--- src/am_trans/lookup_sequencer.sv ---
`timescale 1ns/10ps

module lookup_sequencer
   (
   input  logic clk,
   input  logic reset,
   input  logic not_empty,
   input  logic trans_idle,
   output logic pop,
   output logic entry_lookup,
   output logic result_wr
   );

   typedef enum logic [2:0]
   {
      s_idle,
      s_pop,
      s_lookup,
      s_wait,
      s_write
   } state_t;

   state_t state;
   state_t state_next;

   always_ff @(posedge clk)
   begin
      if (reset)
         state <= s_idle;
      else
         state <= state_next;
   end

   always_comb
   begin
      state_next = state;
      case (state)
         s_idle:
         begin
            if (trans_idle && not_empty)
               state_next = s_pop;
         end
         s_pop:
            state_next = s_lookup;       // FIFO head is loaded this cycle
         s_lookup:
            state_next = s_wait;
         s_wait:
         begin
            // Idle drops on the cycle after the strobe
            if (trans_idle)
               state_next = s_write;
         end
         s_write:
            state_next = s_idle;
         default:
            state_next = s_idle;
      endcase
   end

   // One-cycle pulses decoded from state
   assign pop = state == s_pop;
   assign entry_lookup = state == s_lookup;
   assign result_wr = state == s_write;

endmodule

--- config.mk ---
export PLATFORM = sky130hd
export DESIGN_NAME = lookup_sequencer
export DESIGN_NICKNAME = d
export VERILOG_FILES = /design/src/am_trans/lookup_sequencer.sv
export SDC_FILE = /design/constraint.sdc
export NUM_CORES = 1
export LEC_CHECK = 0
export CORE_AREA = 2 2 39 41
export DETAILED_ROUTE_END_ITERATION = 12
export DIE_AREA = 0 0 41 43
export DONT_BUFFER_PORTS = 1
export HOLD_SLACK_MARGIN = 0.15
export PLACE_DENSITY = 0.3
export SYNTH_ARGS = -nofsm -noshare
export SYNTH_HDL_FRONTEND = slang
export SYNTH_SLANG_ARGS = --single-unit
--- constraint.sdc ---
create_clock -name clk -period 1.5 [get_ports clk]
set_clock_uncertainty 0.15 [all_clocks]
set_input_delay 0.225 -clock clk [delete_from_list [all_inputs] [get_ports clk]]
set_output_delay 0.225 -clock clk [all_outputs]
set_load 0.05 [all_outputs]
# --- Word level (Yosys, flattened, before mapping) ---
# Index checks and enable logic that the tools add are counted.
totals:
  inputBits: 4
  out_inout_bits: 3
  elab_cells: 13
  register_bits: 3
op_classes:
  mux: 3
  n_reduce_logical: 3
  n_eq_ne: 6
op_table:
  columns: ["cell", "count"]
  rows:
  - ["$pmux W3 S4", 1]
  - ["$eq A3 B2 Y1 const B", 2]
  - ["$mux W3", 2]
  - ["$ne A2 B2 Y1 const B", 2]
  - ["$eq A3 B1 Y1 const B", 1]
  - ["$eq A3 B3 Y1 const B", 1]
  - ["$logic_not A3 Y1", 1]
  - ["$reduce_and A2 Y1", 1]
  - ["$logic_and A1 B1 Y1", 1]

# --- Logic depth before layout (Yosys ltp) ---
logic_depth:
  depth_word: 3
  mapped_depth: 2
  mapped_depth_nobuf: 2

# --- Worst setup path after synthesis ---
# OpenSTA, ideal clock, no wires.
synth_path:
  path_kind: "register to output"
  startpoint: "register state[0]"
  endpoint: "output pop"
  path_stages_with_launch: 2
  n_path_buf: 0
  t_required_ns: 1.125
  setup_slack_ns: -0.458
  t_arrival_ns: 1.583
  cell_sequence: "dfxtp_1 nor3b_1"
synth_between:
  elab_chain_cells: 1
synth_lines:
  columns: ["element", "line", "text"]
  rows:
  - ["start: declaration", "23", "state_t state;"]
  - ["start signal: assignment", "29", "state <= s_idle;"]
  - ["start signal: assignment", "31", "state <= state_next;"]
  - ["$eq A3 B1 Y1", "61", "assign pop = state == s_pop;"]
  - ["end: declaration", "9", "output logic pop,"]
# Every way passes these cells.

# --- Worst setup path in the final report ---
layout_path:
  startpoint: "register state[1]"
  endpoint: "output entry_lookup"
layout_between:
  elab_chain_cells: 1
layout_lines:
  columns: ["element", "line", "text"]
  rows:
  - ["$eq A3 B2 Y1", "62", "assign entry_lookup = state == s_lookup;"]
  - ["end: declaration", "10", "output logic entry_lookup,"]
# Every way passes these cells.

==> results by group <==
Clock tree
  • Count of H-tree levels built during CTS: 1
  • Maximum clock path buffer count: 2
  • Clock slew at reported path FFs: 40 ps
  • Num CTS Buffers: 3
  • Master cell of the clock root buffer: sky130_fd_sc_hd__clkbuf_4
  • Clock insertion delay at the later pin of the skew report: 230 ps
  • TritonCTS clock tree: done
  • Clock sink count: 3

Global routing
  • Total global routing track utilization: 0.0541
  • Global-route wire length before repair: 524 um
  • Number of global-route vias before repair: 135
  • Initial antenna violation count: 0
  • Maximum number of pins on one net before global-route repair: 8
  • GRT overflow: 0

Layout
  • Number of inserted diodes: 0
  • Most flops, register: state
  • NumNets Final: 27
  • Synthesis-to-layout area growth: 87.0%
  • Final standard cell utilization of the core: 0.183
  • Top flop regs: state (3)
  • Number of flip-flops in the largest register: 3
  • Final cell area excluding filler cells: 253 sq um
  • Filler-free cell count of the finished design: 38
  • Fraction of final layout cells sized beyond drive strength 1: 0.682

Timing
  • Final Max Tran Viols: 0
  • Final-report hold violation count: 0
  • Post-route worst setup slack: 115 ps
  • Minimum clock period after layout: 1380 ps
  • Least-Margin Pin Slew: 257 ps
  • Worst slack on hold paths: 317 ps
  • Final period utilization: 0.923
  • Number of failing setup endpoints in the final timing report: 0
  • RSZ-0062 raised after global routing: no
  • Achievable Freq: 722 MHz
  • Normalized max-slew margin: 0.828

Logic synthesis
  • Sequential fraction of the synthesis area: 0.444
  • Flip-flop and latch count after synthesis: 3
  • Synth Area per Inst: 11.3 sq um
  • Distinct cell type count of the synthesized netlist: 8
  • Cell count after synthesis: 12
  • Count of yosys warnings during synthesis: 0
  • Net count of the mapped netlist: 16
  • Area of the mapped netlist: 135 sq um

Worst hold path
  • Worst min path class: reg -> reg

Routing
  • Avg WL per Cell: 8.87 um
  • Post-detailed-route via-to-cell ratio: 3.47
  • Total Routed Length: 337 um
  • Routed met3 length: 49 um
  • Iteration-0 DRC Markers: 4
  • Highest layer used for signal routing: met3
  • DR vias: 132
  • Number of DRC violations after detailed routing: 0
  • Met2 layer wire length in the routed design: 155 um
  • Length of the first detailed-routing pass in iterations: 4
  • Detailed-route wire length on metal 1: 132 um
  • DRT antenna net count: 0

Floorplan
  • Placeable core region: 1380 sq um
  • # rows: 14
  • Die extent in y: 43 um
  • I/O pins: 7
  • DIE WIDTH: 41 um
  • Full die area: 1760 sq um
  • Initial core utilization: 0.0976

Place
  • Post-place setup slack: 250 ps
  • I/O Buffers: 0
  • Placer congestion estimate: 0.536
  • Instance area at placement: 193 sq um
  • Placed insts: 31

Outcome
  • Run status: complete, no violations

Critical path
  • Endpoint class of the critical path: primary output
  • Arrival time of the worst setup path: 1010 ps
  • WS Path Type: reg -> out
  • Critical Path Fanout Max: 7
  • Required @ worst endpoint: 1120 ps
  • Kind of start point of the critical path: flip-flop

Power and ir drop
  • Power density normalized to cell area: 1090 nW/um^2
  • IR drop worst, VDD: 0.000223 V
  • Leakage power: 0.000106 uW

Job
  • Max-capacitance violation count: 0
[power by group]
part	total, uW	internal [uW]	switching (uW)
Clock	138	99.4	38.4
Sequential	94.5	85.8	8.77
Combinational	44.1	19.5	24.7
[Yosys cell counts]
cell / number / share of area
sky130_fd_sc_hd__dfxtp_1: 3 / 0.44
sky130_fd_sc_hd__nor2_1: 1 / 0.028
sky130_fd_sc_hd__a2111oi_2: 1 / 0.11
sky130_fd_sc_hd__a21oi_2: 1 / 0.065
sky130_fd_sc_hd__nand3_1: 1 / 0.037
sky130_fd_sc_hd__nor3b_1: 3 / 0.17
sky130_fd_sc_hd__and4_2: 1 / 0.074
sky130_fd_sc_hd__o211a_1: 1 / 0.074
[worst max-delay path: stages, from the launching register on]
cell and delay, ps:
sky130_fd_sc_hd__dfxtp_2 390, sky130_fd_sc_hd__nor3b_2 180, sky130_fd_sc_hd__buf_4 210
[final cells by class]
cell class	count	area, sq um
Multi-Input combinational cell	9	90.1
Fill cell	159	1130
Clock buffer	4	26.3
Timing Repair Buffer	6	52.6
Sequential cell	3	63.8
Tap cell	16	20.0
[layer usage]
metal,track usage,vias to the layer above
met2,0.0531,7
li1,-,67
met5,0,-
met3,0.0471,0
met4,0.0800,0
met1,0.0510,58
[metrics by stage]
step           TNS, ps  total power (uW)
3_3_place_gp         0               130
5_1_grt              0               303
2_1_floorplan    -1340               118
4_1_cts              0               286
6_report             0               276
3_5_place_dp         0               130
[kinds of logic after synthesis]
logic type | after synthesis | synth area share
AO/OA/AOI/OAI | 3 | 0.250
AND/OR/NAND/NOR | 6 | 0.305
flip-flops | 3 | 0.444
[cell usage in the layout, fill, tap and decap left out]
cell,instances
sky130_fd_sc_hd__nor2_1,1
sky130_fd_sc_hd__buf_4,3
sky130_fd_sc_hd__nor3b_2,3
sky130_fd_sc_hd__dfxtp_2,3
sky130_fd_sc_hd__nand3_1,1
sky130_fd_sc_hd__dlygate4sd3_1,3
sky130_fd_sc_hd__and4_2,1
sky130_fd_sc_hd__o211a_1,1
sky130_fd_sc_hd__clkbuf_1,1
sky130_fd_sc_hd__clkbuf_4,3
sky130_fd_sc_hd__a2111oi_2,1
sky130_fd_sc_hd__a21oi_2,1
[path summary, 6_finish.rpt]
check	startpoint	to	cells after the start	slack (ps)
hold / removal	state[2]$_SDFFE_PP0P_	state[0]$_SDFFE_PP0P_	1	320
hold reg to reg	state[2]$_SDFFE_PP0P_	state[0]$_SDFFE_PP0P_	1	320
setup / recovery	state[1]$_SDFFE_PP0P_	entry_lookup	2	120
setup reg to reg	state[1]$_SDFFE_PP0P_	state[0]$_SDFFE_PP0P_	2	520
[timing repair]
item,4_1_cts,5_1_grt
cloned,0,0
setup buffers,0,0
setup endpoints to repair,1,2
hold buffers,3,0
gates resized for setup,1,2
hold endpoints to repair,3,0
Note: power is estimated with default switching activity, not from simulation.
